## config.mk

```make
export PLATFORM = sky130hd
export DESIGN_NAME = bus_register
export DESIGN_NICKNAME = d
export VERILOG_FILES = /design/src/datapath_pkg.sv /design/src/bus_register.sv
export VERILOG_INCLUDE_DIRS = /design/src
export SDC_FILE = /design/constraint.sdc
export NUM_CORES = 1
export LEC_CHECK = 0
export BUFFER_PORTS_ARGS = -buffer_cell sky130_fd_sc_hd__buf_2
export CORE_ASPECT_RATIO = 1.75
export CORE_UTILIZATION = 42
export DETAILED_ROUTE_END_ITERATION = 16
export PLACE_DENSITY = 0.8
export SETUP_SLACK_MARGIN = 0.5
export SKIP_CTS_REPAIR_TIMING = 1
export SLEW_MARGIN = 10
export SYNTH_ARGS = -nofsm -noshare
export SYNTH_HDL_FRONTEND = slang
export SYNTH_SLANG_ARGS = --single-unit
```

## constraint.sdc

```tcl
create_clock -name clk -period 1.1 [get_ports clk]
set_clock_uncertainty 0.2 [all_clocks]
set_input_delay 0.11 -clock clk [delete_from_list [all_inputs] [get_ports clk]]
set_output_delay 0.11 -clock clk [all_outputs]
set_load 0.1 [all_outputs]
```

## src/datapath_defines.svh

```systemverilog
`ifndef DATAPATH_DEFINES_SVH
`define DATAPATH_DEFINES_SVH

// Bus and register word
`define WORD_WIDTH 32

// General registers, selected by 4-bit IR fields
`define NUM_GPR 16
`define GPR_SEL_WIDTH 4

// RAM geometry, addressed by the low bits of MAR
`define RAM_DEPTH 512
`define RAM_ADDR_WIDTH 9

// ALU operation code
`define OPCODE_WIDTH 5

// Immediate constant at the bottom of the IR
`define CONST_WIDTH 19

`endif

```

## src/datapath_pkg.sv

```systemverilog
`include "datapath_defines.svh"

package datapath_pkg;

    // One bus word
    typedef logic [`WORD_WIDTH-1:0] word_t;

    // ALU result and Z register layout
    typedef struct packed {
        word_t hi;
        word_t lo;
    } z_pair_t;

    // Codes not listed here give a zero result
    typedef enum logic [`OPCODE_WIDTH-1:0] {
        add    = 5'd0,
        sub    = 5'd1,
        and_op = 5'd2,
        or_op  = 5'd3,
        shr    = 5'd4,
        shra   = 5'd5,
        shl    = 5'd6,
        ror    = 5'd7,
        rol    = 5'd8,
        mul    = 5'd9,
        div    = 5'd10,
        neg    = 5'd11,
        not_op = 5'd12
    } alu_op_e;

    // Bus source strobes
    typedef struct packed {
        logic r_out;
        logic ba_out;
        logic hi_out;
        logic lo_out;
        logic zhi_out;
        logic zlo_out;
        logic pc_out;
        logic mdr_out;
        logic inport_out;
        logic c_out;
    } bus_src_t;

    // Register file controls
    typedef struct packed {
        logic gra;
        logic grb;
        logic grc;
        logic r_in;
        logic r_out;
        logic ba_out;
    } reg_sel_t;

    // One cycle's control word
    typedef struct packed {
        bus_src_t src;
        logic     gra;
        logic     grb;
        logic     grc;
        logic     r_in;
        logic     hi_in;
        logic     lo_in;
        logic     y_in;
        logic     z_in;
        logic     ir_in;
        logic     mar_in;
        logic     mdr_in;
        logic     pc_in;
        logic     con_in;
        logic     outport_in;
        logic     read;
        logic     ram_write;
        logic     inc_pc;
        alu_op_e  opcode;
    } micro_ctrl_t;

    // IR layout; the constant is rc followed by low, bits 18 to 0
    typedef struct packed {
        logic [`OPCODE_WIDTH-1:0]                 op;
        logic [`GPR_SEL_WIDTH-1:0]                ra;
        logic [`GPR_SEL_WIDTH-1:0]                rb;
        logic [`GPR_SEL_WIDTH-1:0]                rc;
        logic [`CONST_WIDTH-`GPR_SEL_WIDTH-1:0]   low;
    } ir_fields_t;

endpackage

```

## src/bus_register.sv

```systemverilog
`timescale 1ns/1ps

module bus_register
    import datapath_pkg::*;
#(
    parameter type payload_t = word_t
) (
    input  logic     clk,
    input  logic     reset,
    input  logic     load,
    input  payload_t d,
    output payload_t q
);

    // Holds its value unless load is high
    always_ff @(posedge clk) begin
        if (reset) begin
            q <= '0;
        end else if (load) begin
            q <= d;
        end
    end

endmodule

```

Word-level counts from Yosys, hierarchy flattened
Cells that the tools add are included.
{"block": "word_totals", "elab_cells": 1, "output_inout_bits": 32, "input_bits": 35, "regBits": 32}

Depth between registers and ports, before layout
Gate-level depths: netlist of run 1.
{"block": "depth", "ltp_word": 0, "depth_mapped": 4, "depth_no_buf": 2}

Worst setup path after synthesis of run 1
Ideal clock, no wire load.
{"block": "synth_path", "path_type": "register to register", "start": "reg, netlist name q[0]", "end": "reg q[0] in the netlist's numbering", "setup_slack_ps": -340, "arrival_ps": 1173, "synth_period_minus_slack_ps": 1440, "stages_incl_launch_ff": 3, "t_required_ps": 833, "setup_ps": 67, "path_buffers": 0, "cell_sequence": "dfxtp_1 mux2i_1 nor2_1"}
{"item": "end signal: assignment", "line_no": "bus_register.sv:18", "source": "q <= '0;"}
{"item": "end signal: assignment", "line_no": "bus_register.sv:20", "source": "q <= d;"}
{"item": "end: declaration", "line_no": "bus_register.sv:12", "source": "output payload_t q"}

Worst setup path in the final report of run 1
{"block": "layout_path", "start": "reg q[19] in the netlist's numbering", "end": "out q[19] in the netlist's numbering"}
No word-level cell between the ends.

==> flow_summary.ini, run 1 <==
[outcome]
status = finished with violations
violations = negative hold slack, negative setup slack

[pwr]
ir_drop_mv = 1.22
power_density_nw_per_um2 = 1430
p_leak_nw = 1.02
total_power_mw = 3.19

[layout]
regMostFlops = q
final_area_um2 = 2230
diodes = 0
reg.largest.list = q (32)
nets = 209
layout-drive-gt1-share_pct = 63.4
area_growth_pct = 91.4
largest_register_ffs = 32

[clock_tree]
cts-root-buf = clkbuf_8
numCtsBuffers = 5
cts_tree = built
path_clk_slew_ns = 0.07
cts_htree_levels = 2
clk_latency_ns = 0.28
cts.sinks = 32
cts_buffer_depth = 2

[logic_synthesis]
synth_area_per_cell_um2 = 11.3
synth_warnings = 0
syn-instance-count = 103
synth-seq-cells = 32
synth_nets = 138
synthTopCellsByArea = dfxtp_1 (55%), mux2i_1 (28%), nor2_1 (10%)
synth.cell_area_um2 = 1160
ys_seq_area_share_pct = 55.1
yosysTopAreaCell = dfxtp_1
yosysTopAreaCellShare_pct = 55.1
synth_cell_types = 6

[floorplan]
die-area_um2 = 2990
die_x_um = 41.8
io_pins = 67
die_y_um = 71.6
design.core.area_um2 = 2550
start_util_pct = 45.6
rows = 24

[timing]
finalCritPeriodShare_pct = 103
slew_headroom_pct = 87.7
hold_ws_ns = -0.131
setup_viol = 32
worst_slew_pin_slew_ns = 0.179
rsz0062_at_grt = yes
finalHoldViolations = 32
drv_slew = 0
setup_tns_ns = -0.558
fmax_ghz = 0.883
final.min_clock_period_ns = 1.13
setup_slack_ns = -0.0323

[critical_path]
path_buf_inv = 1
path_cells = buf_12
worstPathArrival_ns = 0.82
reg2reg_slack_ns = 0.10
crit_family = flip-flops
worstSetupPathType = register to primary output
r2r-start = q[18]
cpMaxStageDelayCell = dfxtp_4
cp-startpoint = q[19]
max_stage_delay_ns = 0.37
r2r_cells = 3
end_kind = primary output
startpoint_type = register
critPathMaxFanout = 2
worstPathRequired_ns = 0.79
reg2reg_to = q[18]

[global_route]
globalRouteTotalUtil_pct = 22.6
grt_pass1_wl_mm = 5.04
antenna_found_initial = 0
grt_pass1_vias = 1106
overflow = 0
grt_max_degree = 33

[route]
drt-initial-drc-count = 15
postRouteAntennaNets = 0
firstDrtPassIters = 4
vias = 1016
drc_errors = 0
wl_mm = 3.32
avgRoutedWirePerCell_um = 16.5
viasPerCell = 5.05

[placement]
post-place-ws_ns = 0.0132
port_buffers = 66
gp_congestion = 0.730
dpl.hpwl_mm = 2.35
postPlaceCellArea_um2 = 2120

[hold_path]
min_path_type = primary input to register
hold_depth = 3
hp-start = d[8]
min_to = q[8]

[run]
cap_violations = 0
[metal layers]
metal | up-vias | global-route usage, % | wire (um)
li1 | 483 | - | -
met1 | 481 | 20.7 | 1110
met2 | 47 | 44.6 | 1980
met3 | 5 | 5.54 | 178
met4 | 0 | 10.0 | 46
met5 | - | 0 | 0
[kinds of logic after synthesis]
logic type | Yosys count | synth area share [%]
AND/OR/NAND/NOR | 32 | 10.3
flip-flops | 32 | 55.1
buffers and inverters | 7 | 7.10
multiplexers | 32 | 27.5
[final cells by class]
type / count / area, um2
sequential: 32 / 761
timing repair buffer: 71 / 902
tap: 26 / 32.5
clock inverter: 1 / 3.75
fill: 118 / 325
clock buffer: 7 / 76.3
multi-input combinational: 64 / 452
[worst max-delay path by stage]
stage / to / cells past startpoint
after floorplan: q[0] / 2
after global placement: q[25] / 4
after detailed placement: q[27] / 4
after CTS: q[19] / 1
after global routing: q[19] / 1
final: q[19] / 1
[Yosys cell counts]
master	n
buf_12	3
buf_6	1
clkbuf_1	3
dfxtp_1	32
mux2i_1	32
nor2_1	32
[power by group]
group          internal [mW]  switching [mW]  total (mW)
sequential              1.20          0.0788        1.28
clock                  0.440           0.412       0.852
combinational          0.404           0.650        1.05
[layout by cell type (no fill, tap or decap)]
cell type / n
mux2i_1: 29
clkbuf_1: 2
buf_2: 34
clkbuf_8: 5
dfxtp_4: 32
clkinv_1: 1
nor2_1: 32
buf_6: 1
mux2i_2: 3
buf_12: 36
[through the flow]
step	util (%)	std cells
detailed placement	83.2	192
global route	87.3	201
CTS	86.4	200
finish	87.3	201
global placement	83.2	192
floorplan	-	103
Power figures use the tool's default switching activity.
==> run 2: changes to the inputs <==
Settings changed: CORE_ASPECT_RATIO 1.75 to 2, HOLD_SLACK_MARGIN set to 0.15, PLACE_DENSITY 0.8 to unset, PLACE_DENSITY_LB_ADDON set to 0.15.
==> run 2 against run 1 <==
Effect of this change:
- the run still ends with negative hold slack, negative setup slack left
- via count decreased by 2.6%
- combinational power about the same
- hold slack improved by 0.0021 ns
- global-route usage decreased by 0.47 points
- highest routed layer unchanged
- critical path type unchanged
- power decreased by 1.7%
- worst setup slack improved by 0.011 ns
- largest power group unchanged
- register-to-register slack improved by 0.12 ns
- non-clock buffer count unchanged
- critical path depth unchanged
==> flow_summary.ini, run 2 (synthesized netlist as in run 1, its figures left out) <==
[timing]
slew_headroom_pct = 88.2
finalHoldViolations = 32
hold_ws_ns = -0.129
final.min_clock_period_ns = 1.12
finalCritPeriodShare_pct = 102
setup_slack_ns = -0.0218
rsz0062_at_grt = yes
fmax_ghz = 0.891
worst_slew_pin_slew_ns = 0.172
drv_slew = 0
setup_viol = 32

[layout]
fin_util_pct = 84.6
diodes = 0
nets = 209
reg.largest.list = q (32)
mostFrequentLayoutCells = buf_12 (35), buf_2 (34), mux2i_1 (32), nor2_1 (32), dfxtp_4 (32)
regMostFlops = q
layout_commonest_cell = buf_12
largest_register_ffs = 32
layout-drive-gt1-share_pct = 61.7
area_growth_pct = 89.2

[global_route]
grt_pass1_vias = 1033
antenna_found_initial = 0
grt_pass1_wl_mm = 4.55
globalRouteTotalUtil_pct = 22.1
grt_max_degree = 33
overflow = 0

[pwr]
total_power_mw = 3.13
power_density_nw_per_um2 = 1420
ir_drop_mv = 1.32
p_leak_nw = 1.02

[critical_path]
crit_family = flip-flops
cpMaxStageDelayCell = dfxtp_4
path_buf_inv = 1
max_stage_delay_ns = 0.36
startpoint_type = register
end_kind = primary output
worstPathRequired_ns = 0.79
worstSetupPathType = register to primary output
critPathMaxFanout = 2
worstPathArrival_ns = 0.81
path_cells = buf_12

[outcome]
status = finished with violations
violations = negative hold slack, negative setup slack

[placement]
port_buffers = 66
dpl.hpwl_mm = 2.32
gp_congestion = 0.682

[clock_tree]
cts_buffer_depth = 2
path_clk_slew_ns = 0.06
cts.sinks = 32
cts-root-buf = clkbuf_8
numCtsBuffers = 5
clk_latency_ns = 0.28
cts_tree = built
cts_htree_levels = 2

[route]
drt-initial-drc-count = 15
vias = 990
postRouteAntennaNets = 0
avgRoutedWirePerCell_um = 14.7
wl_mm = 2.99
firstDrtPassIters = 2
drc_errors = 0
viasPerCell = 4.88

[floorplan]
start_util_pct = 44.7
io_pins = 67
die_y_um = 76.4
die-area_um2 = 3000
design.core.area_um2 = 2600
die_x_um = 39.2
rows = 26

[hold_path]
min_path_type = primary input to register

[run]
cap_violations = 0
## run 2: layer usage
layer / vias to the layer above / GRT usage [%] / share of wire [%]
met5: - / 0 / 0
met4: 0 / 10.3 / 1.7
met3: 4 / 8.16 / 5.7
met2: 41 / 40.5 / 61
met1: 468 / 18.6 / 31
li1: 477 / - / -
## run 2: layout make-up
cell class | instances | area (um2)
repair buffers | 71 | 886
flip-flops and latches | 32 | 761
multi-input cells | 64 | 440
fillers | 145 | 400
clock buffers | 7 | 76.3
well taps | 28 | 35.0
clock inverters | 1 | 3.75
## run 2: metrics by stage
| stage | TNS [ns] | cell area, um2 | worst slack [ns] | instances | hold WS (ns) |
|---|---|---|---|---|---|
| floorplan | 0 | 1280 | 0.133 | 103 | -0.0273 |
| global placement | 0 | 2120 | 0.101 | 195 | 0.142 |
| detailed placement | 0 | 2120 | 0.0580 | 195 | 0.162 |
| CTS | -0.716 | 2200 | -0.0311 | 203 | -0.136 |
| global route | -1.27 | 2200 | -0.0491 | 203 | -0.135 |
| finish | -0.421 | 2200 | -0.0218 | 203 | -0.129 |
## run 2: power breakdown
group	total [mW]	internal (mW)	switching, mW
combinational	1.03	0.393	0.639
sequential	1.28	1.20	0.0746
clock	0.823	0.439	0.384
total	3.13	2.04	1.10
## run 2: path summary, 6_finish.rpt
kind	startpoint	to	slack (ns)	depth (start not counted)
setup / recovery	q[17]	q[17]	-0.02	1
hold / removal	d[16]	q[16]	-0.13	3
setup reg to reg	q[5]	q[5]	0.22	2
hold reg to reg	q[16]	q[16]	0.32	2
