===== config.mk =====
export PLATFORM = sky130hd
export DESIGN_NAME = program_control
export DESIGN_NICKNAME = d
export VERILOG_FILES = /design/src/datapath_pkg.sv /design/src/program_control.sv
export VERILOG_INCLUDE_DIRS = /design/src
export SDC_FILE = /design/constraint.sdc
export NUM_CORES = 1
export LEC_CHECK = 0
export BUFFER_PORTS_ARGS = -buffer_cell sky130_fd_sc_hd__buf_2
export CAP_MARGIN = 20
export CORE_MARGIN = 1.5
export CORE_UTILIZATION = 50
export DETAILED_ROUTE_END_ITERATION = 10
export PLACE_DENSITY = 0.9
export SYNTH_ARGS = -nofsm -noshare
export SYNTH_HDL_FRONTEND = slang
export SYNTH_SLANG_ARGS = --single-unit

===== constraint.sdc =====
create_clock -name clk -period 2.3 [get_ports clk]
set_input_delay 0.46 -clock clk [delete_from_list [all_inputs] [get_ports clk]]
set_output_delay 0.46 -clock clk [all_outputs]
set_load 0.01 [all_outputs]

===== src/datapath_defines.svh =====
`ifndef DATAPATH_DEFINES_SVH
`define DATAPATH_DEFINES_SVH

// Bus and register word
`define WORD_WIDTH 32

// General registers, selected by 4-bit IR fields
`define NUM_GPR 16
`define GPR_SEL_WIDTH 4

// RAM geometry, addressed by the low bits of MAR
`define RAM_DEPTH 512
`define RAM_ADDR_WIDTH 9

// ALU operation code
`define OPCODE_WIDTH 5

// Immediate constant at the bottom of the IR
`define CONST_WIDTH 19

`endif


===== src/datapath_pkg.sv =====
`include "datapath_defines.svh"

package datapath_pkg;

    // One bus word
    typedef logic [`WORD_WIDTH-1:0] word_t;

    // ALU result and Z register layout
    typedef struct packed {
        word_t hi;
        word_t lo;
    } z_pair_t;

    // Codes not listed here give a zero result
    typedef enum logic [`OPCODE_WIDTH-1:0] {
        add    = 5'd0,
        sub    = 5'd1,
        and_op = 5'd2,
        or_op  = 5'd3,
        shr    = 5'd4,
        shra   = 5'd5,
        shl    = 5'd6,
        ror    = 5'd7,
        rol    = 5'd8,
        mul    = 5'd9,
        div    = 5'd10,
        neg    = 5'd11,
        not_op = 5'd12
    } alu_op_e;

    // Bus source strobes
    typedef struct packed {
        logic r_out;
        logic ba_out;
        logic hi_out;
        logic lo_out;
        logic zhi_out;
        logic zlo_out;
        logic pc_out;
        logic mdr_out;
        logic inport_out;
        logic c_out;
    } bus_src_t;

    // Register file controls
    typedef struct packed {
        logic gra;
        logic grb;
        logic grc;
        logic r_in;
        logic r_out;
        logic ba_out;
    } reg_sel_t;

    // One cycle's control word
    typedef struct packed {
        bus_src_t src;
        logic     gra;
        logic     grb;
        logic     grc;
        logic     r_in;
        logic     hi_in;
        logic     lo_in;
        logic     y_in;
        logic     z_in;
        logic     ir_in;
        logic     mar_in;
        logic     mdr_in;
        logic     pc_in;
        logic     con_in;
        logic     outport_in;
        logic     read;
        logic     ram_write;
        logic     inc_pc;
        alu_op_e  opcode;
    } micro_ctrl_t;

    // IR layout; the constant is rc followed by low, bits 18 to 0
    typedef struct packed {
        logic [`OPCODE_WIDTH-1:0]                 op;
        logic [`GPR_SEL_WIDTH-1:0]                ra;
        logic [`GPR_SEL_WIDTH-1:0]                rb;
        logic [`GPR_SEL_WIDTH-1:0]                rc;
        logic [`CONST_WIDTH-`GPR_SEL_WIDTH-1:0]   low;
    } ir_fields_t;

endpackage


===== src/program_control.sv =====
`timescale 1ns/1ps
`include "datapath_defines.svh"

module program_control
    import datapath_pkg::*;
(
    input  logic       clk,
    input  logic       reset,
    input  logic       pc_in,
    input  logic       inc_pc,
    input  logic       con_in,
    input  word_t      bus,
    input  logic [1:0] cond,
    output word_t      pc,
    output logic       con
);

    logic bus_zero;
    logic bus_neg;
    logic cond_met;

    // Bus load wins over increment
    always_ff @(posedge clk) begin
        if (reset) begin
            pc <= '0;
        end else if (pc_in) begin
            pc <= bus;
        end else if (inc_pc) begin
            pc <= pc + 1'b1;
        end
    end

    assign bus_zero = (bus == '0);
    assign bus_neg  = bus[`WORD_WIDTH-1];

    always_comb begin
        case (cond)
            2'b00:   cond_met = bus_zero;
            2'b01:   cond_met = !bus_zero;
            2'b10:   cond_met = !bus_neg && !bus_zero;
            default: cond_met = bus_neg;
        endcase
    end

    // CON flip-flop
    always_ff @(posedge clk) begin
        if (reset) begin
            con <= 1'b0;
        end else if (con_in) begin
            con <= cond_met;
        end
    end

endmodule


Word level (Yosys, flattened, before mapping)
Index checks and enable logic that the tools add are counted.

Add/subtract/negate cells: 1. Equal/unequal tests: 2. Multiplexer cells: 3. Reductions and logical operators: 6.

Operators with widths (number): 2-to-1 mux 32 bit (2); adder 32 x 1 -> 32 bit (second input constant) (1); logical NOT 32 bit (1); one-hot mux 1 bit (3 select lines) (1); equality test 2 x 1 -> 1 bit (second input constant) (1); equality test 2 bit (second input constant) (1); logical NOT 1 bit (2); logical NOT 2 bit (1); nonzero test 2 bit (1); logical AND 1 bit (1).

Bits in registers: 33. Input bits: 39.

Depth between registers and ports, before layout
Gate-level depths: netlist of run 1.

Word-level depth: 4. Gate-level depth with buffers: 6. Gate-level depth less buffers: 5.

Worst setup path before layout of run 1
No wires, ideal clock.

Path kind: reg2reg. Start point: register pc[1]. End point: register pc[28]. Library setup time: 0.120 ns. Arrival time: 1.794 ns. Slack: 0.387 ns. Cell stages (with the launch flop): 6. Buffers on the path: 0. Clock period less this slack: 1.913 ns. Cells stage by stage: dfxtp_1 > ha_1 > nand2_1 > or4_1 > o31a_1 > o31a_1.

Longest elaborated chain between the ends: 3.

Ends and longest elaborated chain: from (decl) (line program_control.sv:14) `output word_t pc,`; from (signal assigned) (line program_control.sv:27) `pc <= bus;`; from (signal assigned) (line program_control.sv:29) `pc <= pc + 1'b1;`; adder 32 x 1 -> 32 bit (line program_control.sv:29); 2-to-1 mux 32 bit (line program_control.sv:28) `end else if (inc_pc) begin`; 2-to-1 mux 32 bit (line program_control.sv:26) `end else if (pc_in) begin`.

No other way between the ends. The select of a mux whose other input is x is not followed. A chain may end at the register's enable or synchronous reset.

Worst setup path after layout of run 1
Start point: register pc[1]. End point: register pc[24].

The elaborated chain is that of the path after synthesis.

==> metrics.md, run 1 <==
| Metric | Value |
|---|---|
| Post-synth net total | 309 |
| Min cycle time layout | just over 2 ns |
| PwrDens | 524 nW/um^2 |
| TNS Setup | 0 ns |
| Dominant synthesized flop cell | dfxtp_1 |
| Top cell type's share of synthesized area | 31.3% |
| CP arrival | 2.27 ns |
| Ant diodes | 0 |
| Switching Fraction | 31.5% |
| Initial Utilization | 52.4% |
| DRT iter0 DRCs | 232 |
| Synthesis-to-finish area growth | 23.0% |
| Most frequent cells in the layout | buf_2 (71), dfxtp_1 (32), nor2_1 (31) |
| Vias in the first global route | 2081 |
| Warning count from the yosys run | 0 |
| CP Data Required Time | 2.50 ns |
| Buf/Inv on CP | 0 |
| Hold Crit Class | in2reg |
| Total of max-cap violations | 0 |
| Reg clk slew, reported paths | approximately 0.07 ns |
| Synth top area cells | dfxtp_1 (31%), nor2_1 (5.5%), a211oi_1 (5.0%) |
| DRC | 0 |
| Post-synth EDFFs | 0 |
| Synth Register Bits | 33 |
| Share of layout cells above drive strength 1 | 26.9% |
| WL per Instance | between 15 and 20 um |
| Least-Margin Pin Slew | 0.604 ns |
| Root buffer cell | clkbuf_8 |
| Grt ovf | 0 |
| I/O pin total | 72 |
| Tcrit/Tclk final | 89.8% |
| Clock Skews | 0.0100 ns |
| Max-slew violations | 0 |
| Multi-input logic area | 1340 sq um |
| Final hold vios | 0 |
| IO buf count | 71 |
| Post-synth cell types | 44 |
| Power share of the clock group | 32.4% |
| Clock Latency Late Sink | 0.30 ns |
| Global-route usage over all layers | 28.2% |
| CTS H-tree depth | 2 |
| Width of the die | 68.0 um |
| Detail Route Antenna Nets | 0 |
| WP depth | 5 |
| First drt pass iteration count | 6 |
| Largest net degree at the start of global routing | 38 |
| Largest area contributor in the netlist | dfxtp_1 |
| Mean Syn Cell Area | 7.84 sq um |
| Final setup violation count | 0 |
| Post-detail-place hpwl | 4.64 mm |
| Reg2reg path depth | 5 |
| Pint | 932 uW |
| Die H | 68.0 um |
| Slowest stage delay, CP | 0.48 ns |
| Max Clock Freq | 484 MHz |
| Crit Path Class | reg2reg |
| Core Box Area | ~4000 sq um |
| Worst Hold Depth | 3 |
| Max Buffers Root-to-Sink | 2 |
| Sequential share of power | 49.6% |
| Sink Count | 33 |
| CTS buffer count | 5 |
| Critical Path Fanout Max | 9 |
| RSZ-0062 raised after global routing | false |
| Worst rel slew slack | 59.6% |
| Hold_buf cts | 0 |
| Vias | 2534 |
| Fillcell total | 353 |
| CP top delay family | simple AND/OR/NAND/NOR gates |
| Initial antenna violation count | 0 |
| Worst path cell trace | ha_1, and4_1, nand4_1, or4_1, a311oi_1 |
| Sw Pwr | 429 uW |
| Async SR Flop Fraction | 0% |
| Leading cell type in the layout, fill and taps excluded | buf_2 |
| First-pass GRT wire length | between 9 and 10 mm |
| Die ar. | 4620 sq um |
| Post-synthesis cell count | between 200 and 300 |
| Seq. cell area | 662 sq um |
| Pleak | 1.00 nW |
| Final WL | about 6.4 mm |
| Comb power frac | 18.1% |
| Status | finished, final reports clean |
| Slowest stage cell, crit path | or4_1 |
| CP Launch Type | flop |
| # rows | 23 |
| RePlAce Congestion | 0.905 |
| Sequential-to-total area share from yosys stat | 31.3% |
| Nets@finish | about 380 |
| Setup crit end kind | flop |
| Synthesized cell area | 2110 sq um |
| WHS | 0.424 ns |
| Vias per cell | 6.53 |
| Maximum vdd drop | about 0.38 mV |
| TritonCTS clock tree | done |
## stage by stage
| stage | area, sq um | cells | util, % | power (mW) | worst slack, ns |
|---|---|---|---|---|---|
| after global routing | 2590 | 388 | 64.4 | 1.41 | 0.0401 |
| after CTS | 2590 | 388 | 64.4 | 1.35 | 0.159 |
| after floorplan | 2110 | 269 | - | 0.804 | 0.387 |
| final | 2590 | 388 | 64.4 | 1.36 | 0.235 |
| after global placement | 2510 | 380 | 62.3 | 0.918 | 0.329 |
| after detailed placement | 2510 | 380 | 62.3 | 0.927 | 0.178 |
## timing repair
item	CTS	global route
setup endpoints to repair	0	1
gates resized for setup	0	1
setup buffers	0	0
## area by class of cell
class	count	share of cell area [%]
Timing Repair Buffer	79	16.0
Multi-Input combinational cell	208	51.4
Inverter	10	1.45
Tap cell	50	2.41
Clock inverter	2	0.386
Sequential cell	33	25.5
Clock buffer	6	2.80
## cells by family after synthesis
| logic type | synth area share, % |
|---|---|
| flops | 31.3 |
| xor+xnor | 5.40 |
| compound gates | 22.4 |
| fa+ha+maj | 0.593 |
| simple gates | 34.4 |
| mux | 0.475 |
| buf+inv | 5.40 |
## power groups by stage
stage	Sequential, mW	Combinational, mW	Clock [mW]
3_5_place_dp	0.685	0.242	0
4_1_cts	0.672	0.244	0.437
6_report	0.674	0.246	0.440
3_3_place_gp	0.682	0.236	0
5_1_grt	0.679	0.271	0.461
2_1_floorplan	0.690	0.113	0
## tightest hold or removal path: stages
cell	delay, ns
buf_2	0.11
nand2_1	0.06
a21oi_1	0.05
## cell usage after synthesis, types with 2 or more instances
master     count
or4_1          8
a2111oi_0      5
nand4_1       15
nor4_1        16
a311oi_1       8
inv_1          9
o31ai_1        7
a21oi_1       10
nand2_1       15
o211ai_1       2
o311ai_0       2
clkbuf_1      15
o221ai_1       3
xor2_1         5
nor2_1        31
dfxtp_1       33
a211oi_1      14
xnor2_1        8
o21ai_0        2
and4_1         7
and3_1         7
nand3_1       16
nor2b_1        2
nor3_1         6
o31a_1         4
## sequential cells by signal, indices dropped and copies added (netlist names)
name  count
con       1
pc       32
## path summary, 6_finish.rpt
kind | startpoint | end | slack, ns
setup / recovery | pc[1] | pc[24] | 0.23
hold / removal | bus[0] | pc[0] | 0.42
setup reg to reg | pc[1] | pc[24] | 0.23
hold reg to reg | con | con | 0.52
## layer usage
layer	track usage [%]	up-vias	wire length, um
met2	44.1	146	2960
met5	0	-	0
met4	11.0	0	104
li1	-	1196	-
met1	38.5	1177	2790
met3	5.10	15	528
Power figures use the tool's default switching activity.
==> inputs of run 2 (changes only) <==
--- a/config.mk
+++ b/config.mk
@@ -12,6 +12,7 @@
 export CORE_UTILIZATION = 50
 export DETAILED_ROUTE_END_ITERATION = 10
 export PLACE_DENSITY = 0.9
+export REMOVE_ABC_BUFFERS = 1
 export SYNTH_ARGS = -nofsm -noshare
 export SYNTH_HDL_FRONTEND = slang
 export SYNTH_SLANG_ARGS = --single-unit
==> run 2 against run 1 <==
Net effect: first-iteration DRC count is 3.4% lower; core utilization up 0.47 points; critical path type unchanged; maximum frequency decreased by 0.19%; clock power increased by 12%; highest routed layer unchanged.
==> metrics.md, run 2 (synthesized netlist as in run 1, its figures left out) <==
| Metric | Value |
|---|---|
| Status | finished, final reports clean (unchanged) |
| Grt ovf | 0 (unchanged) |
| RSZ-0062 raised after global routing | false (unchanged) |
| Final WL | 6.70 mm (was 6.38 mm) |
| Final setup violation count | 0 (unchanged) |
| Postcts setup bufs | 0 (unchanged) |
| First drt pass iteration count | 6 (unchanged) |
| I/O pin total | 72 (unchanged) |
| # resized after CTS | 0 (unchanged) |
| Nets@finish | 377 (unchanged) |
| Max-slew violations | 0 (unchanged) |
| Setup crit end kind | flop (unchanged) |
| Crit Path Class | reg2reg (unchanged) |
| Vias per cell | 6.51 (was 6.53) |
| TNS Setup | 0 ns (unchanged) |
| Die H | 68.0 um (unchanged) |
| Hold_buf cts | 0 (unchanged) |
| Sink Count | 33 (unchanged) |
| Die ar. | 4620 sq um (unchanged) |
| # rows | 23 (unchanged) |
| Core Box Area | 4030 sq um (unchanged) |
| CP Launch Type | flop (unchanged) |
| Root buffer cell | clkbuf_8 (unchanged) |
| Total of max-cap violations | 0 (unchanged) |
| Final hold vios | 0 (unchanged) |
| Initial Utilization | 52.4% (unchanged) |
| Max Clock Freq | 483 MHz (was 484 MHz) |
| Vias | 2527 (was 2534) |
| Multi-input logic area | 1340 sq um (unchanged) |
| Largest regs | pc (32), con (1) (unchanged) |
| WL per Instance | 17.3 um (was 16.4 um) |
| Largest net degree at the start of global routing | 42 (was 38) |
| DRC | 0 (unchanged) |
| Synthesis-to-finish area growth | 23.9% (was 23.0%) |
| Reg2reg path depth | 5 (unchanged) |
| Global-route usage over all layers | 30.1% (was 28.2%) |
| Worst Hold Depth | 3 (unchanged) |
| Max Buffers Root-to-Sink | 2 (unchanged) |
| Share of layout cells above drive strength 1 | 27.2% (was 26.9%) |
| Hold Crit Class | in2reg (unchanged) |
| Seq. cell area | 662 sq um (unchanged) |
| Leading cell type in the layout, fill and taps excluded | buf_2 (unchanged) |
| CTS buffer count | 5 (unchanged) |
| Post-detail-place hpwl | 4.83 mm (was 4.64 mm) |
| Ant diodes | 0 (unchanged) |
| First-pass GRT wire length | 10.5 mm (was 9.83 mm) |
| IO buf count | 71 (unchanged) |
| Least-Margin Pin Slew | 0.592 ns (was 0.604 ns) |
| CP Data Required Time | 2.50 ns (about the same) |
| CTS H-tree depth | 2 (unchanged) |
| Min cycle time layout | 2.07 ns (about the same) |
| Pleak | 1.01 nW (was 1.00 nW) |
| Fillcell total | 365 (was 353) |
| Pwr Total | 1.41 mW (was 1.36 mW) |
| Clock Latency Late Sink | 0.29 ns (was 0.30 ns) |
| Vias in the first global route | 2215 (was 2081) |
| Detail Route Antenna Nets | 0 (unchanged) |
| Maximum vdd drop | 0.354 mV (was 0.384 mV) |
| DRT iter0 DRCs | 224 (was 232) |
| Worst rel slew slack | 60.2% (was 59.6%) |
| Width of the die | 68.0 um (unchanged) |
| RePlAce Congestion | 0.933 (was 0.905) |
| Max reg flops | 32 (unchanged) |
| Most flop-heavy register | pc (unchanged) |
| Clock Skews | 0.00515 ns (was 0.0100 ns) |
| TritonCTS clock tree | done (unchanged) |
| PwrDens | 539 nW/um^2 (was 524 nW/um^2) |
| Tcrit/Tclk final | 90.0% (was 89.8%) |
| Most frequent cells in the layout | buf_2 (71), dfxtp_1 (32), nor2_1 (31) (unchanged) |
| Register-to-register setup slack | 0.23 ns (about the same) |
| CP arrival | 2.27 ns (about the same) |
| Critical Path Fanout Max | 9 (unchanged) |
| Initial antenna violation count | 0 (unchanged) |
| Reg clk slew, reported paths | 0.07 ns (about the same) |
## run 2: cell types whose count changed in the layout (fill, tap and decap cells not counted)
cell,delta
clkbuf_8,+2
clkbuf_1,-1
clkinv_2,-1
## run 2: worst max-delay path, stage by stage (launching register included)
cell and delay, ns:
dfxtp_2 0.41, ha_1 0.25, and4_1 0.32, nand4_1 0.26, or4_1 0.47, a311oi_1 0.26
## run 2: per-stage QoR
step | setup slack, ns | cell area (sq um) | hold slack (ns) | cells | util, %
global placement | 0.342 | 2510 | 0.493 | 380 | 62.3
global route | 0.119 | 2610 | 0.445 | 388 | 64.9
finish | 0.231 | 2610 | 0.436 | 388 | 64.9
floorplan | 0.376 | 2030 | 0.516 | 251 | -
detailed placement | 0.192 | 2510 | 0.496 | 380 | 62.3
CTS | 0.164 | 2610 | 0.428 | 388 | 64.8
## run 2: layout make-up
cell class | instances | share of cell area (%)
Sequential cell | 33 | 25.3
Clock buffer | 7 | 3.69
Tap cell | 50 | 2.39
Timing Repair Buffer | 79 | 15.9
Clock inverter | 1 | 0.191
Multi-Input combinational cell | 208 | 51.1
Inverter | 10 | 1.44
## run 2: final timing paths
path	startpoint	end
setup reg to reg	pc[1]	pc[24]
setup / recovery	pc[1]	pc[24]
hold / removal	bus[0]	pc[0]
hold reg to reg	con	con
## run 2: power breakdown
group	internal, mW	switching, mW
registers	0.612	0.0632
clock network	0.270	0.221
logic	0.108	0.135
total	0.991	0.419
## run 2: layer usage
| metal | wire (um) | track usage (%) | share of wire, % |
|---|---|---|---|
| met2 | 3080 | 46.8 | 46 |
| met5 | 0 | 0 | 0 |
| met3 | 686 | 6.25 | 10 |
| met1 | 2800 | 39.9 | 42 |
| met4 | 139 | 13.5 | 2.1 |
