## src/datapath_defines.svh

```systemverilog
`ifndef DATAPATH_DEFINES_SVH
`define DATAPATH_DEFINES_SVH

// Bus and register word
`define WORD_WIDTH 32

// General registers, selected by 4-bit IR fields
`define NUM_GPR 16
`define GPR_SEL_WIDTH 4

// RAM geometry, addressed by the low bits of MAR
`define RAM_DEPTH 512
`define RAM_ADDR_WIDTH 9

// ALU operation code
`define OPCODE_WIDTH 5

// Immediate constant at the bottom of the IR
`define CONST_WIDTH 19

`endif

```

## src/datapath_pkg.sv

```systemverilog
`include "datapath_defines.svh"

package datapath_pkg;

    // One bus word
    typedef logic [`WORD_WIDTH-1:0] word_t;

    // ALU result and Z register layout
    typedef struct packed {
        word_t hi;
        word_t lo;
    } z_pair_t;

    // Codes not listed here give a zero result
    typedef enum logic [`OPCODE_WIDTH-1:0] {
        add    = 5'd0,
        sub    = 5'd1,
        and_op = 5'd2,
        or_op  = 5'd3,
        shr    = 5'd4,
        shra   = 5'd5,
        shl    = 5'd6,
        ror    = 5'd7,
        rol    = 5'd8,
        mul    = 5'd9,
        div    = 5'd10,
        neg    = 5'd11,
        not_op = 5'd12
    } alu_op_e;

    // Bus source strobes
    typedef struct packed {
        logic r_out;
        logic ba_out;
        logic hi_out;
        logic lo_out;
        logic zhi_out;
        logic zlo_out;
        logic pc_out;
        logic mdr_out;
        logic inport_out;
        logic c_out;
    } bus_src_t;

    // Register file controls
    typedef struct packed {
        logic gra;
        logic grb;
        logic grc;
        logic r_in;
        logic r_out;
        logic ba_out;
    } reg_sel_t;

    // One cycle's control word
    typedef struct packed {
        bus_src_t src;
        logic     gra;
        logic     grb;
        logic     grc;
        logic     r_in;
        logic     hi_in;
        logic     lo_in;
        logic     y_in;
        logic     z_in;
        logic     ir_in;
        logic     mar_in;
        logic     mdr_in;
        logic     pc_in;
        logic     con_in;
        logic     outport_in;
        logic     read;
        logic     ram_write;
        logic     inc_pc;
        alu_op_e  opcode;
    } micro_ctrl_t;

    // IR layout; the constant is rc followed by low, bits 18 to 0
    typedef struct packed {
        logic [`OPCODE_WIDTH-1:0]                 op;
        logic [`GPR_SEL_WIDTH-1:0]                ra;
        logic [`GPR_SEL_WIDTH-1:0]                rb;
        logic [`GPR_SEL_WIDTH-1:0]                rc;
        logic [`CONST_WIDTH-`GPR_SEL_WIDTH-1:0]   low;
    } ir_fields_t;

endpackage

```

## src/bus_mux.sv

```systemverilog
`timescale 1ns/1ps

module bus_mux
    import datapath_pkg::*;
(
    input  bus_src_t src,
    input  word_t    gpr_data,
    input  word_t    hi,
    input  word_t    lo,
    input  z_pair_t  z,
    input  word_t    pc,
    input  word_t    mdr,
    input  word_t    inport,
    input  word_t    c_sext,
    output word_t    bus
);

    typedef enum logic [3:0] {
        src_none, src_gpr, src_hi, src_lo, src_zhi,
        src_zlo, src_pc, src_mdr, src_inport, src_const
    } bus_sel_e;

    bus_sel_e bus_sel;

    // Priority encoder, constant highest and general register lowest
    always_comb begin
        if (src.c_out)                    bus_sel = src_const;
        else if (src.inport_out)          bus_sel = src_inport;
        else if (src.mdr_out)             bus_sel = src_mdr;
        else if (src.pc_out)              bus_sel = src_pc;
        else if (src.zlo_out)             bus_sel = src_zlo;
        else if (src.zhi_out)             bus_sel = src_zhi;
        else if (src.lo_out)              bus_sel = src_lo;
        else if (src.hi_out)              bus_sel = src_hi;
        else if (src.r_out || src.ba_out) bus_sel = src_gpr;
        else                              bus_sel = src_none;
    end

    always_comb begin
        case (bus_sel)
            src_gpr:    bus = gpr_data;
            src_hi:     bus = hi;
            src_lo:     bus = lo;
            src_zhi:    bus = z.hi;
            src_zlo:    bus = z.lo;
            src_pc:     bus = pc;
            src_mdr:    bus = mdr;
            src_inport: bus = inport;
            src_const:  bus = c_sext;
            default:    bus = '0;
        endcase
    end

endmodule

```

## config.mk

```make
export PLATFORM = sky130hd
export DESIGN_NAME = bus_mux
export DESIGN_NICKNAME = d
export VERILOG_FILES = /design/src/datapath_pkg.sv /design/src/bus_mux.sv
export VERILOG_INCLUDE_DIRS = /design/src
export SDC_FILE = /design/constraint.sdc
export NUM_CORES = 1
export LEC_CHECK = 0
export BUFFER_PORTS_ARGS = -buffer_cell sky130_fd_sc_hd__buf_4
export CELL_PAD_IN_SITES_DETAIL_PLACEMENT = 0
export CELL_PAD_IN_SITES_GLOBAL_PLACEMENT = 1
export CORE_AREA = 4 4 125 127
export DETAILED_ROUTE_END_ITERATION = 10
export DIE_AREA = 0 0 129 131
export GPL_ROUTABILITY_DRIVEN = 0
export PLACE_DENSITY_LB_ADDON = 0.1
export SYNTH_ARGS = -nofsm -noshare
export SYNTH_HDL_FRONTEND = slang
export SYNTH_SLANG_ARGS = --single-unit
```

## constraint.sdc

```tcl
create_clock -name vclk -period 2
set_input_delay 0.4 -clock vclk [all_inputs]
set_output_delay 0.4 -clock vclk [all_outputs]
set_load 0.05 [all_outputs]
```

Word-level counts from Yosys, hierarchy flattened
Index checks and enable logic that the tools add are counted.
{"block": "op_classes", "eq_ne": 9, "mux": 10, "reduce_logical": 1}
{"cell": "case mux 32 bit (9 select lines)", "count": 1}
{"cell": "== test 4 x 3 -> 1 bit, second input constant", "count": 4}
{"cell": "two-way mux 3 bit", "count": 4}
{"cell": "== test 4 x 2 -> 1 bit, second input constant", "count": 2}
{"cell": "== test 4 bit, second input constant", "count": 2}
{"cell": "two-way mux 4 bit", "count": 2}
{"cell": "== test 4 x 1 -> 1 bit, second input constant", "count": 1}
{"cell": "two-way mux 2 bit", "count": 2}
{"cell": "logical OR 1 bit", "count": 1}
{"cell": "two-way mux 1 bit", "count": 1}
{"block": "totals", "ff_bits": 0, "in_bits": 298, "out_inout_bits": 32, "word_cells": 20}

Logic depth before layout (Yosys ltp)
Gate-level depths: netlist of the first run.
{"block": "logic_depth", "word_depth": 12, "depth_mapped": 7, "mapped_depth_nobuf": 4}

Worst setup path before layout of the first run
Ideal clock, no wire load.
{"block": "synth_path", "path_kind": "input -> output", "from": "in src[1] (netlist name)", "to": "out bus[1]", "arrival_ns": 2.073, "required_time_ns": 1.600, "setup_slack_ns": -0.473, "cell_stages": 6, "n_path_buf": 2, "cell_sequence": "or2_1 > buf_2 > nor3_1 > o21ai_1 > buf_2 > o221ai_1"}
{"block": "synth_between", "elab_chain_len": 4, "word_cells_on_any_way": 12, "cone_classes": "eq/ne (9); mux (3)"}
{"element": "start: declaration", "line": "bus_mux.sv:6", "rtl": "input bus_src_t src,"}
{"element": "two-way mux 4 bit (*)", "line": "bus_mux.sv:28", "rtl": "else if (src.inport_out) bus_sel = src_inport;"}
{"element": "two-way mux 4 bit (*)", "line": "bus_mux.sv:27", "rtl": "if (src.c_out) bus_sel = src_const;"}
{"element": "== test 4 bit (tied with other cells)", "line": "bus_mux.sv:40", "rtl": "case (bus_sel)"}
{"element": "case mux 32 bit (9 select lines) (*)", "line": "bus_mux.sv:40"}
{"element": "end: declaration", "line": "bus_mux.sv:15", "rtl": "output word_t bus"}
Every way passes the cells marked *; elsewhere a longest branch is shown, timed or not.

Worst setup path after layout of the first run
{"block": "layout_path", "from": "in src[4] (netlist name)", "to": "out bus[21]"}
{"block": "layout_between", "elab_chain_len": 7, "word_cells_on_any_way": 15, "cone_classes": "eq/ne (9); mux (6)"}
{"element": "two-way mux 3 bit (*)", "line": "bus_mux.sv:31", "rtl": "else if (src.zlo_out) bus_sel = src_zlo;"}
{"element": "two-way mux 3 bit (*)", "line": "bus_mux.sv:30", "rtl": "else if (src.pc_out) bus_sel = src_pc;"}
{"element": "two-way mux 3 bit (*)", "line": "bus_mux.sv:29", "rtl": "else if (src.mdr_out) bus_sel = src_mdr;"}
{"element": "two-way mux 4 bit (*)", "line": "bus_mux.sv:28"}
{"element": "two-way mux 4 bit (*)", "line": "bus_mux.sv:27"}
{"element": "== test 4 bit (tied with other cells)", "line": "bus_mux.sv:40"}
{"element": "case mux 32 bit (9 select lines) (*)", "line": "bus_mux.sv:40"}
Marks and branches as above.

==> results of run 1 <==
[layout make-up]
type | instances | area [um2] | area share (%)
well taps | 184 | 230 | 3.56
inverters | 2 | 7.51 | 0.116
repair buffers | 412 | 3510 | 54.3
multi-input cells | 203 | 2720 | 42.0
[critical path, stage by stage]
cell and delay [ns]:
buf_8 0.10, nor4_4 0.36, buf_6 0.20, buf_12 0.15, mux2i_1 0.20, buf_4 0.15, o221ai_4 0.09, buf_8 0.18
[timing repair]
action / 4_1_cts / 5_1_grt
gates cloned: 6 / 1
setup buffers: 8 / 3
pin swaps: 6 / 9
setup endpoints to repair: 32 / 32
resized for setup: 122 / 38
[stage by stage]
step | TNS (ns) | hold slack [ns] | worst slack (ns) | utilization, % | total power, mW
finish | -6.17 | 1.24 | -0.240 | 44.9 | 1.65
global route | -8.33 | 1.26 | -0.306 | 44.9 | 1.74
CTS | -6.55 | 1.25 | -0.257 | 43.5 | 1.62
detailed placement | -12.70 | 1.31 | -0.447 | 38.9 | 1.46
global placement | -12.71 | 1.30 | -0.458 | 38.9 | 1.44
floorplan | -1.97 | 1.12 | -0.0645 | - | 0.688
[metal layers]
layer	vias up	GRT usage (%)
met3	6	3.90
met1	1918	23.8
li1	1918	-
met5	-	0
met2	193	38.5
met4	0	1.17
[cell usage after synthesis]
| cell type | n |
|---|---|
| o221ai_1 | 34 |
| a221o_1 | 32 |
| a221oi_1 | 32 |
| mux2i_1 | 32 |
| o21ai_0 | 32 |
| o221ai_2 | 30 |
| clkbuf_1 | 23 |
| buf_2 | 11 |
| buf_6 | 4 |
| dlygate4sd1_1 | 3 |
| inv_2 | 2 |
| nor2b_1 | 2 |
| nor4_4 | 2 |
| buf_4 | 1 |
| nand2_1 | 1 |
| nor2_1 | 1 |
| nor3_1 | 1 |
| nor4_1 | 1 |
| o21ai_1 | 1 |
| or2_1 | 1 |
[how the worst max path moves through the flow]
| stage | start | endpoint | slack [ns] | cells past startpoint |
|---|---|---|---|---|
| after floorplan | src[1] | bus[10] | -0.06 | 6 |
| after global placement | src[7] | bus[1] | -0.46 | 6 |
| after detailed placement | src[7] | bus[1] | -0.45 | 6 |
| after CTS | src[4] | bus[16] | -0.26 | 6 |
| after global routing | src[4] | bus[12] | -0.31 | 7 |
| final | src[4] | bus[21] | -0.24 | 8 |
[power breakdown]
part           total (mW)  switching, mW  internal (mW)
Combinational        1.65          0.777          0.869
Sequential              0              0              0
Clock                   0              0              0
[cell families (layout without fill, tap and decap cells)]
group / after synthesis / in the layout / share of synthesized area [%]
AO/OA/AOI/OAI: 161 / 161 / 70.7
buffers and inverters: 44 / 414 / 10.6
multiplexers: 32 / 32 / 15.0
AND/OR/NAND/NOR: 9 / 10 / 3.74
==> impl_metrics.tcl, run 1 <==
set metrics [dict create \
    cap_violations 0 \
    drtAntennaViolNets 0 \
    syn_nets 544 \
    fp.dieW_um 129 \
    drt_iter0_markers 121 \
    start_util_pct 14.9 \
    endpoint_kind "primary output" \
    critPathMaxFanout 5 \
    hold_buffers 0 \
    worstPathArrival_ns 1.84 \
    min_period_over_period_pct 112 \
    holdCritStartpoint "z[19]" \
    synth_warnings 0 \
    power.leakage_nw 2.63 \
    syn_avg_cell_area_um2 8.71 \
    ir_drop_mv 0.122 \
    dr_wl_met2_mm 9.78 \
    nFillCells 1412 \
    status "complete, but fails checks" \
    violations "setup timing" \
    grt_pass1_vias 4472 \
    final_common_cell "buf_4" \
    relSlewSlack_pct 71.0 \
    required_ns 1.60 \
    worstHoldEndpoint "bus[19]" \
    n_clock_buffer 0 \
    drt_pass1_iterations 4 \
    ios 330 \
    synth_cell_types 20 \
    fin_nets 917 \
    rsz0062_at_grt "yes" \
    drive_above_1_share_pct 81.4 \
    rows 44 \
    routed_wl_mm 18.3 \
    port_buffers 330 \
    drc 0 \
    top_layer "met4" \
    worst_slew_pin_slew_ns 0.435 \
    start_kind "input port" \
    setup_viol_count_final 32 \
    finish.instance_area_mm2 0.00647 \
    via_per_inst 5.04 \
    slew_viol_final 0 \
    placed_cells 784 \
    report.final.hold_viol_count 0 \
    yosysTopAreaCell "o221ai_2" \
    hp-class "in2out" \
    vias 4035 \
    die_h_um 131 \
    layout.cells.non_filler 801 \
    antenna_found_initial 0 \
    n_antenna_cell 0 \
    dp_hpwl_mm 14.6 \
    powerDensity_mw_per_mm2 254 \
    register_area_um2 0 \
    grt_pass1_wl_mm 26.1 \
    ys_seq_area_share_pct 0 \
    clock.fmax_ghz 0.446 \
    crit_type "in2out" \
    grt.total_usage_pct 20.0 \
    grt_max_degree 33 \
    synthToLayoutAreaGrowth_pct 202 \
    dr_wl_met3_mm 1.44 \
    overflow 0 \
    layout_common_cells "351 x buf_4, 38 x buf_6, 32 x a221oi_1, 32 x a221o_1, 31 x o221ai_4" \
    placed_cell_area_mm2 0.00561 \
    dieArea_mm2 0.0169 \
    avgRoutedWirePerCell_um 22.9 \
    wl_met1_mm 7.00 \
    core_mm2 0.0144 \
    synth_top_cell_area_share_pct 21.0 \
    netlist_area_mm2 0.00214 \
    hold_path_depth 4 \
    setup_slack_ns -0.240 \
    synthTopCellsByArea "o221ai_2 21%, a221o_1 15%, mux2i_1 15%" \
    seq_cells 0 \
    period_needed_ns 2.24 \
    synth_cells 246 \
]
Power figures use the tool's default switching activity.
==> run 2, diff against run 1 <==
==> constraint.sdc (replaced) <==
create_clock -name vclk -period 1.8
set_input_delay 0.36 -clock vclk [all_inputs]
set_output_delay 0.36 -clock vclk [all_outputs]
set_load 0.05 [all_outputs]
==> impl_metrics.tcl, run 2 (synthesis gave the netlist of run 1 again) <==
set metrics [dict create \
    status "complete, but fails checks" \
    violations "setup timing" \
    synthToLayoutAreaGrowth_pct 211 \
    drtAntennaViolNets 0 \
    grt_util_met2_pct 38.6 \
    drt_pass1_iterations 4 \
    ir_drop_mv 0.121 \
    relSlewSlack_pct 70.1 \
    critPathMaxFanout 5 \
    core_mm2 0.0144 \
    seq_cells 0 \
    cp.depth 9 \
    worst_hold_slack_ns 1.16 \
    dp_hpwl_mm 14.6 \
    hold_buffers 0 \
    nFillCells 1390 \
    top_usage_layer "met2" \
    overflow 0 \
    report.final.hold_viol_count 0 \
    endpoint_kind "primary output" \
    worst_slew_pin_slew_ns 0.449 \
    hp-class "in2out" \
    worstPathArrival_ns 1.80 \
    crit_family "buffers and inverters" \
    utilization_pct 46.1 \
    grt.total_usage_pct 20.2 \
    crit_type "in2out" \
    startpoint "src[4]" \
    rows 44 \
    slowest_stage "nor4_4" \
    fp.dieW_um 129 \
    gr-usage-met1_pct 24.5 \
    grt_pass1_wl_mm 26.3 \
    n_clock_buffer 0 \
    register_area_um2 0 \
    start_util_pct 14.9 \
    grt_max_degree 33 \
    start_kind "input port" \
    finalPower_mw 1.87 \
    clock.fmax_ghz 0.462 \
    cp-endpoint "bus[3]" \
    ios 330 \
    vias 4051 \
    dieArea_mm2 0.0169 \
    final_common_cell "buf_4" \
    via_per_inst 5.02 \
    avgRoutedWirePerCell_um 23.1 \
    layout_common_cells "352 x buf_4, 40 x buf_6, 32 x a221oi_1, 32 x a221o_1, 32 x o221ai_4" \
    drt_iter0_markers 108 \
    multi_input_area_mm2 0.00280 \
    routed_wl_mm 18.6 \
    required_ns 1.44 \
    power.leakage_nw 2.69 \
    rsz0062_at_grt "yes" \
    grt_pass1_vias 4487 \
    critPathMaxStageDelay_ns 0.27 \
    n_antenna_cell 0 \
    period_needed_ns 2.16 \
    setup_tns_ns -9.87 \
    fin_nets 923 \
    setup_viol_count_final 32 \
    cap_violations 0 \
    finish.instance_area_mm2 0.00666 \
    use_met3_pct 3.98 \
    drive_above_1_share_pct 82.8 \
    critPathBufInv 6 \
    path_cells "buf_6 > nor4_4 > buf_4 > buf_8 > buf_12 > buf_12 > mux2i_4 > o221ai_4 > buf_6" \
    antenna_found_initial 0 \
    setup_slack_ns -0.364 \
    powerDensity_mw_per_mm2 281 \
    die_h_um 131 \
    drc 0 \
    slew_viol_final 0 \
    port_buffers 330 \
    placed_cell_area_mm2 0.00561 \
    min_period_over_period_pct 120 \
]
[run 2: changes by cell type in the layout (fill, tap and decap cells not counted), sizes merged]
cell and change:
clkbuf +1, buf +5
[run 2: how the worst min path moves through the flow]
stage	cells after the start	from	endpoint
6_report	4	z[31]	bus[31]
5_1_grt	4	z[31]	bus[31]
4_1_cts	4	z[31]	bus[31]
3_5_place_dp	4	z[23]	bus[23]
3_3_place_gp	4	z[17]	bus[17]
2_1_floorplan	2	c_sext[1]	bus[1]
[run 2: per-stage QoR]
stage | std cells | setup WS [ns]
6_report | 807 | -0.364
5_1_grt | 807 | -0.439
4_1_cts | 800 | -0.364
3_5_place_dp | 784 | -0.563
3_3_place_gp | 784 | -0.588
2_1_floorplan | 246 | -0.184
[run 2: timing repair]
action / in CTS / in global routing
resized for setup: 133 / 53
gates cloned: 6 / 2
endpoints found under the setup margin: 32 / 32
buffers inserted: 10 / 7
pin swaps: 15 / 12
[run 2: layout make-up]
| type | instances | area share [%] |
|---|---|---|
| Tap cell | 184 | 3.46 |
| Multi-Input combinational cell | 203 | 42.0 |
| Inverter | 2 | 0.150 |
| Timing Repair Buffer | 418 | 54.4 |
[run 2: metal layers]
metal | vias up | share of wire (%)
met2 | 201 | 53
met3 | 8 | 8.2
li1 | 1925 | -
met5 | - | 0
met1 | 1917 | 38
met4 | 0 | 0.64
[run 2: power breakdown]
part / internal, mW / total [mW] / switching [mW]
Combinational: 0.994 / 1.87 / 0.879
Sequential: 0 / 0 / 0
Clock: 0 / 0 / 0
==> run 3, diff against run 2 <==
--- a/config.mk
+++ b/config.mk
@@ -14,6 +14,7 @@
 export DIE_AREA = 0 0 129 131
 export GPL_ROUTABILITY_DRIVEN = 0
 export PLACE_DENSITY_LB_ADDON = 0.1
+export SKIP_LAST_GASP = 1
 export SYNTH_ARGS = -nofsm -noshare
 export SYNTH_HDL_FRONTEND = slang
 export SYNTH_SLANG_ARGS = --single-unit
==> impl_metrics.tcl, run 3 (synthesis gave the netlist of run 1 again) <==
set metrics [dict create \
    nFillCells 1404 \
    top_layer "met4" \
    powerDensity_mw_per_mm2 283 \
    rows 44 \
    hold_buffers 0 \
    status "complete, but fails checks" \
    setup_viol_count_final 32 \
    worst_slew_pin_slew_ns 0.505 \
    dr_wl_met2_mm 9.82 \
    drc 0 \
    port_buffers 330 \
    core_mm2 0.0144 \
    layout_common_cells "351 x buf_4, 37 x buf_6, 32 x a221oi_1, 32 x a221o_1, 32 x o221ai_4" \
    relSlewSlack_pct 66.3 \
    finalPower_mw 1.85 \
    finish.instance_area_mm2 0.00653 \
    drive_above_1_share_pct 80.4 \
    grt_pass1_wl_mm 26.3 \
    ios 330 \
    power.leakage_nw 2.68 \
    overflow 0 \
    cap_violations 0 \
    violations "setup timing" \
    synthToLayoutAreaGrowth_pct 205 \
    dr_wl_met3_mm 1.51 \
    clock.fmax_ghz 0.462 \
    grt_max_degree 33 \
    path_cells "buf_6 > nor4_4 > buf_4 > buf_8 > buf_12 > buf_12 > mux2i_4 > o221ai_4 > buf_6" \
    report.final.hold_viol_count 0 \
    n_antenna_cell 0 \
    vias 4070 \
    drt_iter0_markers 131 \
    critPathMaxStageDelay_ns 0.27 \
    antenna_found_initial 0 \
    fp.dieW_um 129 \
    n_clock_buffer 0 \
    register_area_um2 0 \
    avgRoutedWirePerCell_um 23.1 \
    fin_nets 921 \
    grt_pass1_vias 4498 \
    crit_type "in2out" \
    slew_viol_final 0 \
    start_util_pct 14.9 \
    endpoint_kind "primary output" \
    routed_wl_mm 18.6 \
    wl_met1_mm 7.14 \
    period_needed_ns 2.16 \
    worstPathArrival_ns 1.80 \
    start_kind "input port" \
    required_ns 1.44 \
    drtAntennaViolNets 0 \
    via_per_inst 5.06 \
    seq_cells 0 \
    grt.total_usage_pct 20.3 \
    die_h_um 131 \
    min_period_over_period_pct 120 \
    dieArea_mm2 0.0169 \
    drt_pass1_iterations 5 \
    dp_hpwl_mm 14.6 \
    final_common_cell "buf_4" \
    setup_slack_ns -0.364 \
    placed_cell_area_mm2 0.00561 \
    slowest_stage "nor4_4" \
    critPathMaxFanout 5 \
    ir_drop_mv 0.121 \
    hp-class "in2out" \
    rsz0062_at_grt "yes" \
]
run 3: timing repair:
item	CTS	global route
resized for setup	116	41
endpoints found under the setup margin	32	32
cloned	6	2
pin swaps	15	15
setup buffers	10	6
hold endpoints to repair	0	0
run 3: path summary, 6_finish.rpt:
kind / from / end / slack, ns / cells past startpoint
min: z[19] / bus[19] / 1.17 / 4
max: src[4] / bus[3] / -0.36 / 9
run 3: per-stage QoR:
stage	cells	TNS (ns)	hold WS, ns	setup slack, ns	utilization, %
floorplan	246	-5.81	1.04	-0.184	-
global placement	784	-16.55	1.22	-0.588	38.9
detailed placement	784	-16.33	1.23	-0.563	38.9
CTS	800	-10.46	1.16	-0.367	44.0
global route	805	-12.09	1.18	-0.439	45.2
finish	805	-9.89	1.17	-0.364	45.2
run 3: per-layer routing:
layer / GRT usage (%) / up-vias
met1: 24.6 / 1936
met4: 1.54 / 0
met5: 0 / -
li1: - / 1919
met2: 38.5 / 205
met3: 3.90 / 10
run 3: layout make-up:
class	count	area, um2	share of cell area (%)
inverters	2	7.51	0.115
multi-input cells	203	2680	41.0
repair buffers	416	3610	55.3
well taps	184	230	3.53
run 3: worst max-delay path: cells and delay by family:
kind                   cells  cell delay, ns
buffers and inverters      6            0.82
and+or+nand+nor            1            0.27
muxes                      1            0.23
AOI/OAI and AO/OA          1            0.11
run 3: power by group:
group	leakage, nW	switching [mW]	total (mW)	internal [mW]
logic	2.68	0.863	1.85	0.986
clock network	0	0	0	0
registers	0	0	0	0
